--- config.mk ---
export PLATFORM = sky130hd
export DESIGN_NAME = lsu_load_result
export DESIGN_NICKNAME = d
export VERILOG_FILES = /design/src/hw/lsu_pkg.sv /design/src/hw/lsu_load_result.sv
export SDC_FILE = /design/constraint.sdc
export NUM_CORES = 1
export LEC_CHECK = 0
export ABC_AREA = 1
export BUFFER_PORTS_ARGS = -buffer_cell sky130_fd_sc_hd__buf_4
export CAP_MARGIN = 20
export CORE_AREA = 2 2 59 61
export CTS_CLUSTER_SIZE = 14
export DETAILED_ROUTE_END_ITERATION = 12
export DIE_AREA = 0 0 61 63
export GPL_TIMING_DRIVEN = 0
export PLACE_DENSITY = 0.75
export SETUP_SLACK_MARGIN = 0.3
export SYNTH_ARGS = -nofsm -noshare
export SYNTH_HDL_FRONTEND = slang
export SYNTH_SLANG_ARGS = --single-unit
--- constraint.sdc ---
create_clock -name sub -period 1.2 [get_ports sub]
set_clock_uncertainty 0.05 [all_clocks]
set_input_delay 0.18 -clock sub [delete_from_list [all_inputs] [get_ports sub]]
set_output_delay 0.18 -clock sub [all_outputs]
set_load 0.05 [all_outputs]
--- src/hw/lsu_pkg.sv ---
// shared sizes and encodings for the load/store path into the data TCM
// referenced by scoped names from the decode, memory and result blocks
// and from the testbench

`default_nettype none

package lsu_pkg;

    //////////////////////////////////////////////////
    // memory geometry
    //////////////////////////////////////////////////

    // data path width in bits
    localparam int unsigned DATA_W = 32;

    // byte lanes per memory word
    localparam int unsigned BYTES_PER_WORD = DATA_W / 8;

    // total memory size in bytes, 4 KiB
    localparam int unsigned MEM_BYTES = 4096;

    // number of words in the array
    localparam int unsigned MEM_WORDS = MEM_BYTES / BYTES_PER_WORD;

    // word address width, log2 of MEM_WORDS
    localparam int unsigned WORD_ADR_W = 10;

    //////////////////////////////////////////////////
    // access size codes
    //////////////////////////////////////////////////

    // request size field is two bits wide
    // code 3 is reserved and treated as a misaligned access

    // 8-bit access
    localparam logic [1:0] SIZE_BYTE = 2'd0;

    // 16-bit access, must sit on an even address
    localparam logic [1:0] SIZE_HALF = 2'd1;

    // 32-bit access, must sit on a 4-byte boundary
    localparam logic [1:0] SIZE_WORD = 2'd2;

endpackage

`default_nettype wire

--- src/hw/lsu_load_result.sv ---
// response stage of the load/store path
// registers the load format at the same edge as the memory read,
// then picks the addressed byte or half out of mem_rdt and extends it
// stores, errors and idle cycles give zero data

`timescale 1ns/10ps
`default_nettype none

module lsu_load_result (
    input  wire logic                        sub,
    input  wire logic                        reset,
    // load format from the decode stage
    input  wire logic                        ld_valid,
    input  wire logic                        ld_err,
    input  wire logic                        ld_wen,
    input  wire logic [1:0]                  ld_size,
    input  wire logic                        ld_uns,
    input  wire logic [1:0]                  ld_ofs,
    // registered word from the memory
    input  wire logic [lsu_pkg::DATA_W-1:0]  mem_rdt,
    // response
    output logic                             rsp_valid,
    output logic [lsu_pkg::DATA_W-1:0]       rsp_rdt,
    output logic                             rsp_err
);

    //////////////////////////////////////////////////
    // format registers
    //////////////////////////////////////////////////

    logic       valid_q;
    logic       err_q;
    logic       wen_q;
    logic [1:0] size_q;
    logic       uns_q;
    logic [1:0] ofs_q;

    // control state
    always_ff @(posedge sub) begin
        if (reset) begin
            valid_q <= 1'b0;
            err_q   <= 1'b0;
        end else begin
            valid_q <= ld_valid;
            err_q   <= ld_err;
        end
    end

    // format fields, only read while valid_q is high
    always_ff @(posedge sub) begin
        wen_q  <= ld_wen;
        size_q <= ld_size;
        uns_q  <= ld_uns;
        ofs_q  <= ld_ofs;
    end

    //////////////////////////////////////////////////
    // extraction and extension
    //////////////////////////////////////////////////

    logic [7:0]                  ld_byte;
    logic [15:0]                 ld_half;
    logic [lsu_pkg::DATA_W-1:0]  ld_data;

    // byte lane from the offset, half from offset bit 1
    assign ld_byte = mem_rdt[{ofs_q, 3'b000} +: 8];
    assign ld_half = mem_rdt[{ofs_q[1], 4'b0000} +: 16];

    always_comb begin
        case (size_q)
            lsu_pkg::SIZE_BYTE: begin
                // sign bit unless unsigned
                ld_data = {{(lsu_pkg::DATA_W-8){~uns_q & ld_byte[7]}}, ld_byte};
            end
            lsu_pkg::SIZE_HALF: begin
                ld_data = {{(lsu_pkg::DATA_W-16){~uns_q & ld_half[15]}}, ld_half};
            end
            lsu_pkg::SIZE_WORD: begin
                ld_data = mem_rdt;
            end
            default: begin
                // reserved code, already flagged as error
                ld_data = '0;
            end
        endcase
    end

    //////////////////////////////////////////////////
    // response
    //////////////////////////////////////////////////

    assign rsp_valid = valid_q;
    assign rsp_err   = err_q;
    // data only for a good load
    assign rsp_rdt   = (valid_q & ~wen_q & ~err_q) ? ld_data : '0;

endmodule

`default_nettype wire

==> results.cfg <==
[synthesis]
yosys_most_used_dff = dfxtp_1
synth-edff-count = 0
synth_top_area_share_pct = 30.16
synth_area_leaders = nand2_1 30%, a21oi_2 15%, dfxtp_1 13%
syn_inst = 222
syn_nets = 264
ys_ff_latch = 8
yosys.cell_types.count = 20
synth_seq_area_share_pct = 13.40
synthArstFlopShare_pct = 0
syn_area_per_cell_sq_um = 5.382
netlist_area_sq_um = 1195
synth.largest_area_cell = nand2_1
yosys_warnings = 0

[global_route]
grt_use_met3_pct = 1.863
grt.met1_usage_pct = 30.46
grt_use_met2_pct = 40.19
grt_pass1_wl_microns = 7203
gr-total-overflow = 0
track_usage_pct = 23.83
grt_busiest_layer = met2
grt_pass1_vias = 1698
grt_max_degree = 11
antenna_found_initial = 0

[floorplanning]
die_h_microns = 63
die-area_sq_um = 3843
die_w_microns = 61
core_sq_um = 3232
row_count = 21
io_pins = 76
initial_core_util_pct = 36.97

[worst_hold_path]
worstHoldEndpoint = rsp_valid$_SDFF_PP0_
hold_class = input pin to register
min_path_cells = 2
min_from = reset

[cts]
clockBufferDepth = 2
clk_pin_slew_worst_paths_ns = 0.06
clkSinkCount = 8
cts.htree.levels = 1
cts_buffers = 3
root_buffer = clkbuf_4
cts_tree = yes

[critical_path]
cp_num_buf_inv = 2
crit_type = register to output port
worst_ep_arrival_time_ns = 1.66
startpoint_type = register
endpoint_kind = output port
cp_max_fo = 7
cp.required_ns = 0.97
crit_chain = nand2_1 -> o21ai_2 -> nand2_2 -> nand2_4 -> nand2_8 -> buf_12 -> a21oi_4 -> buf_6
cp.depth = 8
path_delay_family = flip-flops
crit_path_max_incr_delay_ns = 0.41
crit_slowest_cell = dfxtp_4

[sta]
hold_violations = 0
holdWs_ns = 0.02659
worst_pin_slew_ns = 0.3549
finalWorstSetupSlack_ns = -0.6868
timing.final.crit_share_pct = 157.2
grt_setup_unrepaired = true
finalCriticalPeriod_ns = 1.887
setup_viol = 32
slew_headroom_pct = 76.34
max_freq_mhz = 530.0
slew_viol_final = 0

[detailed_routing]
viasPerCell = 5.145
drc = 0
ant_nets = 0
wl_per_cell_microns = 15.50
vias = 1955
drtIter0Drc = 181
drt_pass1_iterations = 4
finalWirelength_microns = 5891

[final_layout]
area_growth_pct = 135.8
final_cell_area_sq_um = 2818
antenna_cells = 0
drive_above_1_share_pct = 66.17
final_nets = 377

[power_and_ir_drop]
p_leak_nw = 1.305
ir_worst_vdd_uv = 599.6
power_density_nw_per_um2 = 465.7

[status]
status = finished, violations left
violations = setup timing

[job]
drv_cap = 0

[placement]
hpwl_microns = 3044
io_buffers = 75
dpl_cell_area_sq_um = 2043
place.gp.congestion = 0.8940
## where the power goes
group          total [mW]  internal (mW)  switching, mW
combinational       0.801          0.345          0.456
clock               0.217          0.127         0.0895
sequential          0.295          0.276         0.0182
total                1.31          0.749          0.564
## worst max-delay path by stage
stage	to	startpoint
floorplan	rsp_rdt[10]	size_q[1]$_DFF_P_
global placement	rsp_rdt[2]	rsp_err$_SDFF_PP0_
detailed placement	rsp_rdt[2]	rsp_err$_SDFF_PP0_
CTS	rsp_rdt[31]	size_q[0]$_DFF_P_
global route	rsp_rdt[23]	size_q[0]$_DFF_P_
finish	rsp_rdt[14]	ofs_q[1]$_DFF_P_
## final cells by class
cell class              instances  area [sq um]
multi-input cells             166          1192
repair buffers                108          1059
fillers                       179         414.1
flip-flops and latches          8         180.2
well taps                      46         57.56
plain buffers                   9         117.6
clock buffers                   4         26.28
inverters                      39         185.2
## synth_stat cells, types with 2 or more instances
cell,instances
nand2_1,96
inv_1,34
a21oi_2,20
a21oi_1,13
nor2_1,12
dfxtp_1,8
o21ai_0,8
nand3_1,7
buf_6,5
inv_2,5
nor2_4,3
clkbuf_1,2
nand2_2,2
## cell families (layout without fill, tap and decap cells)
group / count (synthesis) / count (layout) / synth area share [%]
flip-flops: 8 / 8 / 13.40
AO/OA/AOI/OAI: 43 / 43 / 24.50
buffers and inverters: 48 / 160 / 18.32
AND/OR/NAND/NOR: 123 / 123 / 43.77
## layout by cell type (no fill, tap or decap), drive strengths merged, types with 7 or more instances in the layout
cell type	count
dfxtp	8
a21oi	33
buf	109
nor2	15
nand2	99
clkinvlp	7
nand3	8
o21ai	9
inv	32
## through the flow
step | std cells | setup WS [ns] | total power [mW] | setup TNS, ns | utilization, %
after floorplan | 222 | -0.4613 | 0.6578 | -14.25 | -
after global placement | 343 | -0.6618 | 0.8462 | -18.37 | 63.22
after detailed placement | 343 | -0.6665 | 0.8514 | -18.69 | 63.22
after CTS | 370 | -0.6361 | 1.166 | -19.64 | 76.07
after global routing | 380 | -0.7648 | 1.390 | -23.05 | 87.19
final | 380 | -0.6868 | 1.312 | -20.55 | 87.19
## flip-flops by register name, indices dropped and copies added, names as in the netlist
signal     flops
ofs_q          2
rsp_err        1
rsp_valid      1
size_q         2
uns_q          1
wen_q          1
## layer usage
layer / vias to the layer above / wire length [microns] / share of wire, %
met1: 893 / 2129 / 36
met2: 124 / 3053 / 52
met3: 36 / 419 / 7.1
li1: 902 / - / -
met5: - / 0 / 0
met4: 0 / 289 / 4.9
## timing repair
item                                   in CTS  in global routing
hold buffers                                6                  0
endpoints found under the hold margin       6                  0
gates cloned                                1                  3
gates resized for setup                    63                 87
setup endpoints to repair                  34                 34
pin swaps                                   8                 16
setup buffers                              16                  7
Note: power is estimated with default switching activity, not from simulation.
