===== config.mk =====
export PLATFORM = sky130hd
export DESIGN_NAME = lsu_request_decode
export DESIGN_NICKNAME = d
export VERILOG_FILES = /design/src/hw/lsu_pkg.sv /design/src/hw/lsu_request_decode.sv
export SDC_FILE = /design/constraint.sdc
export NUM_CORES = 1
export LEC_CHECK = 0
export ABC_AREA = 0
export BUFFER_PORTS_ARGS = -buffer_cell sky130_fd_sc_hd__buf_2
export CAP_MARGIN = 10
export CORE_ASPECT_RATIO = 1.1
export CORE_MARGIN = 2
export CORE_UTILIZATION = 30
export DETAILED_ROUTE_END_ITERATION = 16
export PLACE_DENSITY = 0.94
export REMOVE_ABC_BUFFERS = 1
export SYNTH_ARGS = -nofsm -noshare
export SYNTH_HDL_FRONTEND = slang
export SYNTH_SLANG_ARGS = --single-unit

===== constraint.sdc =====
create_clock -name vclk -period 4.2
set_input_delay 1.05 -clock vclk [all_inputs]
set_output_delay 1.05 -clock vclk [all_outputs]
set_load 0.01 [all_outputs]

===== src/hw/lsu_pkg.sv =====
// shared sizes and encodings for the load/store path into the data TCM
// referenced by scoped names from the decode, memory and result blocks
// and from the testbench

`default_nettype none

package lsu_pkg;

    //////////////////////////////////////////////////
    // memory geometry
    //////////////////////////////////////////////////

    // data path width in bits
    localparam int unsigned DATA_W = 32;

    // byte lanes per memory word
    localparam int unsigned BYTES_PER_WORD = DATA_W / 8;

    // total memory size in bytes, 4 KiB
    localparam int unsigned MEM_BYTES = 4096;

    // number of words in the array
    localparam int unsigned MEM_WORDS = MEM_BYTES / BYTES_PER_WORD;

    // word address width, log2 of MEM_WORDS
    localparam int unsigned WORD_ADR_W = 10;

    //////////////////////////////////////////////////
    // access size codes
    //////////////////////////////////////////////////

    // request size field is two bits wide
    // code 3 is reserved and treated as a misaligned access

    // 8-bit access
    localparam logic [1:0] SIZE_BYTE = 2'd0;

    // 16-bit access, must sit on an even address
    localparam logic [1:0] SIZE_HALF = 2'd1;

    // 32-bit access, must sit on a 4-byte boundary
    localparam logic [1:0] SIZE_WORD = 2'd2;

endpackage

`default_nettype wire


===== src/hw/lsu_request_decode.sv =====
// request decode for the load/store path
// checks alignment, builds byte-lane enables and the word address,
// and places write data into its lanes, all in the request cycle
// the ld_* outputs carry the load format to the result stage

`timescale 1ns/10ps
`default_nettype none

module lsu_request_decode (
    // request from the master
    input  wire logic                         req_valid,
    input  wire logic                         req_wen,
    input  wire logic [1:0]                   req_size,
    input  wire logic                         req_uns,
    input  wire logic [31:0]                  req_adr,
    input  wire logic [lsu_pkg::DATA_W-1:0]   req_wdt,
    // memory access, same cycle
    output logic                              mem_en,
    output logic                              mem_wen,
    output logic [lsu_pkg::WORD_ADR_W-1:0]    mem_adr,
    output logic [lsu_pkg::BYTES_PER_WORD-1:0] mem_byt,
    output logic [lsu_pkg::DATA_W-1:0]        mem_wdt,
    // load format for the result stage
    output logic                              ld_valid,
    output logic                              ld_err,
    output logic                              ld_wen,
    output logic [1:0]                        ld_size,
    output logic                              ld_uns,
    output logic [1:0]                        ld_ofs
);

    // byte address inside the memory, upper bits wrap
    localparam int unsigned BYTE_ADR_W = $clog2(lsu_pkg::MEM_BYTES);

    logic [BYTE_ADR_W-1:0] adr_lo;
    logic [1:0]            ofs;
    logic                  misaligned;

    assign adr_lo = req_adr[BYTE_ADR_W-1:0];
    assign ofs    = adr_lo[1:0];

    //////////////////////////////////////////////////
    // alignment, lanes and write data
    //////////////////////////////////////////////////

    always_comb begin
        misaligned = 1'b0;
        mem_byt    = '0;
        mem_wdt    = req_wdt;
        case (req_size)
            lsu_pkg::SIZE_BYTE: begin
                // any offset is fine, one lane
                mem_byt = 4'b0001 << ofs;
                mem_wdt = {4{req_wdt[7:0]}};
            end
            lsu_pkg::SIZE_HALF: begin
                // odd address is misaligned
                misaligned = ofs[0];
                mem_byt    = 4'b0011 << ofs;
                mem_wdt    = {2{req_wdt[15:0]}};
            end
            lsu_pkg::SIZE_WORD: begin
                misaligned = (ofs != 2'd0);
                mem_byt    = 4'b1111;
            end
            default: begin
                // reserved size code
                misaligned = 1'b1;
            end
        endcase
    end

    //////////////////////////////////////////////////
    // memory side
    //////////////////////////////////////////////////

    // misaligned requests never reach the array
    assign mem_en  = req_valid & ~misaligned;
    assign mem_wen = req_wen;
    // drop the byte offset
    assign mem_adr = adr_lo[BYTE_ADR_W-1:2];

    //////////////////////////////////////////////////
    // result side
    //////////////////////////////////////////////////

    assign ld_valid = req_valid;
    // error only meaningful with a request
    assign ld_err   = req_valid & misaligned;
    assign ld_wen   = req_wen;
    assign ld_size  = req_size;
    assign ld_uns   = req_uns;
    assign ld_ofs   = ofs;

endmodule

`default_nettype wire


==> metrics.txt, run 1 <==
status=finished, final reports clean; port bufs=80; DP Area=880.8 um^2; Leak=slightly above 0.0005 uW; fin crit share=0.7741; die height=around 54 um; Initial Util=0.3084; vias in the first global route=707; CP top delay family=buffers and inverters; Setup Total Neg Slack=0 ps; storage element area=0 um^2; Peak VDD IR=approximately 0.059 mV; critical path depth in cells=4; cts hold-fix bufs=0; initial antenna violation count=0; clkbuf count=0; ANT cells=0; seq_cells=0; worst path cell trace=buf_2 -> nor2_4 -> mux2_2 -> buf_2; Worst Hold Class=input port to output pin; Slew headroom=0.6017; core area=2207 um^2; CP peak stage delay=370 ps; Buf+Inv Stages, Crit Path=2; gp weighted congestion=0.7411; setup violators final=0; Crit Path Category=input port to output pin; Tot Pwr=between 100 and 150 uW; grt ovf=0; Routed WL=approximately 2.2 mm; I/O pins=between 100 and 150; first-pass GRT wire length=3.153 mm; WL/cell=between 10 and 15 um; DR vias/cell=around 4.8; pwr/cell area=119.8 nW/um^2; RSZ-0062 raised after global routing=false; Hold Crit Depth=0; post-route ant nets=0; nets=205; fin util=0.3991; Synth top area share=0.3088; vias=786; Netlist cell types=19; CP required=3150 ps; CP max stage cell=mux2_2; Max Cap Violations=0; DIE WIDTH=49.42 um; Synth-to-Final Area Change=29.41%; DR DRC count=0; largest area contributor in the netlist=buf_4; crit end category=output pin; Initial DRC Count=1; drt pass-1 iters=2; Resized Gates After CTS=0; Row Count=18; dpl hpwl=between 1.5 and 2 mm; crit start category=input port; Syn Std Cell Area=just under 700 um^2; cell count after synthesis=85; top post-synthesis cells by area=buf_4 31%, mux2_2 25%, mux2i_1 15%, o21ai_0 5.9%, nand2_1 4.4%; gr usage total=0.1517; largest net degree at the start of global routing=34; minimum clock period=around 3300 ps; Fin. Hold Viols=0; post-CTS setup buffers=0; die area=2666 um^2; Warnings, synthesis=0; CP Max Fanout=33; CP Data Arrival Time=about 2200 ps; Seq/Total Area, Yosys=0; share of cells above drive strength 1=0.7239; final instance area=880.8 um^2; Most common cell on crit path=buf_2; worst-margin pin slew=597.4 ps; fmax=307.6 MHz; Syn Area/Cell=8.008 um^2; Max Slew Vio Count=0
==> final cells by class <==
| cell class | count | area, um^2 |
|---|---|---|
| Multi-Input combinational cell | 53 | 439.2 |
| Fill cell | 252 | 1326 |
| Timing Repair Buffer | 80 | 400.4 |
| Inverter | 1 | 3.754 |
| Tap cell | 30 | 37.54 |
==> metal layers <==
metal,vias up,global-route usage,wire length [um]
li1,374,-,-
met1,332,0.1535,812
met2,80,0.2523,872
met3,0,0.1222,504
met4,0,0,0
met5,-,0.1042,0
==> synth_stat cells <==
cell type / instances
nand2_1: 8
buf_6: 2
a221o_1: 1
mux2i_1: 10
nor2_1: 1
nor4bb_1: 1
o31a_1: 1
nor3_1: 2
nor2_4: 1
mux2_2: 15
inv_1: 1
buf_4: 28
buf_2: 1
o21ai_0: 8
nor4b_2: 1
o21ai_1: 1
o21bai_1: 1
a21o_1: 1
mux2_1: 1
==> cells in the final DEF, fill, tap and decap left out, drive strengths merged <==
cell type / instances
nand2: 8
nor3: 2
o31a: 1
a21o: 1
nor4bb: 1
o21ai: 9
mux2: 16
a221o: 1
o21bai: 1
nor4b: 1
buf: 80
mux2i: 10
inv: 1
nor2: 2
==> worst paths after layout <==
| kind | from | endpoint | slack, ps |
|---|---|---|---|
| max | req_size[1] | mem_wdt[12] | 950 |
| min | req_adr[10] | mem_adr[8] | 2100 |
==> metrics by stage <==
stage | hold WS, ps | setup slack [ps] | cells
floorplan | 2100 | 1504 | 54
finish | 2100 | 948.9 | 164
global route | 2100 | 857.2 | 164
detailed placement | 2100 | 925.3 | 164
CTS | 2100 | 920.3 | 164
global placement | 2100 | 914.6 | 164
==> power breakdown <==
part           internal, uW  switching [uW]  total, uW  leakage, uW
Clock                     0               0          0            0
Sequential                0               0          0            0
Combinational          52.5            53.0        105     0.000504
==> cell families after synthesis <==
kind of cell,Yosys count,share of synthesized area
and+or+nand+nor,14,0.1176
muxes,26,0.4118
AOI/OAI and AO/OA,13,0.1158
buffers and inverters,32,0.3548
No activity file was read; power rests on OpenSTA's default activity.
==> run 2, diff against run 1 <==
--- a/config.mk
+++ b/config.mk
@@ -10,9 +10,9 @@
 export CAP_MARGIN = 10
 export CORE_ASPECT_RATIO = 1.1
 export CORE_MARGIN = 2
-export CORE_UTILIZATION = 30
+export CORE_UTILIZATION = 28
 export DETAILED_ROUTE_END_ITERATION = 16
-export PLACE_DENSITY = 0.94
+export PLACE_DENSITY = 0.88
 export REMOVE_ABC_BUFFERS = 1
 export SYNTH_ARGS = -nofsm -noshare
 export SYNTH_HDL_FRONTEND = slang
==> constraint.sdc (replaced) <==
create_clock -name vclk -period 3.4
set_input_delay 0.85 -clock vclk [all_inputs]
set_output_delay 0.85 -clock vclk [all_outputs]
set_load 0.01 [all_outputs]
==> run 2 against run 1 <==
Compared with the run above:
- sequential share of layout area unchanged
- non-clock buffer count up 1
- hold slack worse by 400 ps
- via count down 0.51%
- routed wire length up 7.7%
- first-iteration DRC count up 100%
- die area up 6.6%
- design area up 0.85%
- flip-flop and latch count unchanged
- core utilization down 0.86 points
- combinational power up 26%
- power up 25%
==> metrics.txt, run 2 (synthesized netlist as in run 1, its figures left out) <==
minimum clock period=around 2800 ps; clkbuf count=0 (unchanged); vias in the first global route=720 (was 707); seq_cells=0 (unchanged); Slew headroom=0.7355 (was 0.6017); most frequent cells in the layout=80 x buf_2, 15 x mux2_2, 10 x mux2i_1, 8 x nand2_1, 8 x o21ai_0 (unchanged); Fin Hold WS=1700 ps (was 2100 ps); initial antenna violation count=0 (unchanged); core area=2275 um^2 (was 2207 um^2); Routed WL=2.359 mm (was 2.190 mm); CP Max Fanout=17 (was 33); I/O pins=125 (unchanged); Row Count=18 (unchanged); worst-margin pin slew=396.8 ps (was 597.4 ps); CP max stage cell=mux2_2 (unchanged); Initial Util=0.2992 (was 0.3084); port bufs=80 (unchanged); cts hold-fix bufs=0 (unchanged); Place WS=563.4 ps (was 925.3 ps); Crit Path Category=input port to output pin (unchanged); WL/cell=14.30 um (was 13.35 um); Fin. Hold Viols=0 (unchanged); worst path cell trace=buf_2 -> nor2_4 -> mux2_2 -> buf_2 (unchanged); DR vias/cell=4.739 (was 4.793); largest net degree at the start of global routing=19 (was 34); share of cells above drive strength 1=0.7259 (was 0.7239); storage element area=0 um^2 (unchanged); Max Cap Violations=0 (unchanged); drt pass-1 iters=3 (was 2); vias=782 (was 786); post-CTS setup buffers=0 (unchanged); Worst Hold Class=input port to output pin (unchanged); die height=55.71 um (was 53.96 um); gp weighted congestion=0.7432 (was 0.7411); dpl hpwl=1.983 mm (was 1.886 mm); fmax=roughly 360 MHz; CP peak stage delay=380 ps (was 370 ps); crit start category=input port (unchanged); fin util=0.3905 (was 0.3991); RSZ-0062 raised after global routing=false (unchanged); final worst slack=595.2 ps (was 948.9 ps); multi-input gate area in the final layout=439.2 um^2 (unchanged); first-pass GRT wire length=3.353 mm (was 3.153 mm); Leak=0.0005090 uW (was 0.0005042 uW); status=finished, final reports clean (unchanged); grt ovf=0 (unchanged); DR DRC count=0 (unchanged); Most common cell on crit path=buf_2 (unchanged); crit end category=output pin (unchanged); CP required=2550 ps (was 3150 ps); ANT cells=0 (unchanged); Setup Total Neg Slack=0 ps (unchanged); die area=2842 um^2 (was 2666 um^2); setup violators final=0 (unchanged); final instance area=888.4 um^2 (was 880.8 um^2); Synth-to-Final Area Change=30.51% (was 29.41%); post-route ant nets=0 (unchanged); pwr/cell area=148.0 nW/um^2 (was 119.8 nW/um^2); Max Slew Vio Count=0 (unchanged); DP Area=888.4 um^2 (was 880.8 um^2); CP Data Arrival Time=1950 ps (was 2200 ps); fin crit share=0.8250; Peak VDD IR=0.06725 mV (was 0.05855 mV); Resized Gates After CTS=0 (unchanged); fillers=252 (unchanged); gr usage total=0.1514 (was 0.1517); nets=206 (was 205); most common cell after layout, fill and taps aside=buf_2 (unchanged); DIE WIDTH=51.01 um (was 49.42 um); Initial DRC Count=2 (was 1)
==> run 2: cell types whose count changed in the layout (fill, tap and decap cells not counted) <==
| cell | before | now |
|---|---|---|
| buf_4 | 0 | 1 |
==> run 2: cell type report <==
class,instances,share of cell area
Multi-Input combinational cell,53,0.4944
Timing Repair Buffer,81,0.4592
Inverter,1,0.004225
Tap cell,30,0.04225
==> run 2: path summary, 6_finish.rpt <==
kind,from,end,slack (ps),cells after the start
min,req_adr[10],mem_adr[8],1700,0
max,req_size[0],mem_wdt[14],600,4
==> run 2: stage by stage <==
stage          std cells  total power (uW)
2_1_floorplan         54             54.76
3_3_place_gp         165             131.2
3_5_place_dp         165             132.6
4_1_cts              165             133.2
5_1_grt              165             144.3
6_report             165             131.5
==> run 2: where the power goes <==
group | switching [uW] | internal (uW) | total [uW] | leakage (uW)
registers | 0 | 0 | 0 | 0
clock network | 0 | 0 | 0 | 0
logic | 65.9 | 65.6 | 132 | 0.000509
==> run 2: metal layers <==
layer / wire length (um) / vias up / GRT usage
met4: 0 / 0 / 0
li1: - / 375 / -
met1: 941 / 325 / 0.1828
met3: 521 / 0 / 0.1048
met5: 0 / - / 0.1042
met2: 895 / 82 / 0.2245
==> run 2: worst max-delay path, delay by kind of cell <==
family | cells | cell delay [ps]
simple gates | 1 | 340
buf+inv | 2 | 370
mux | 1 | 380
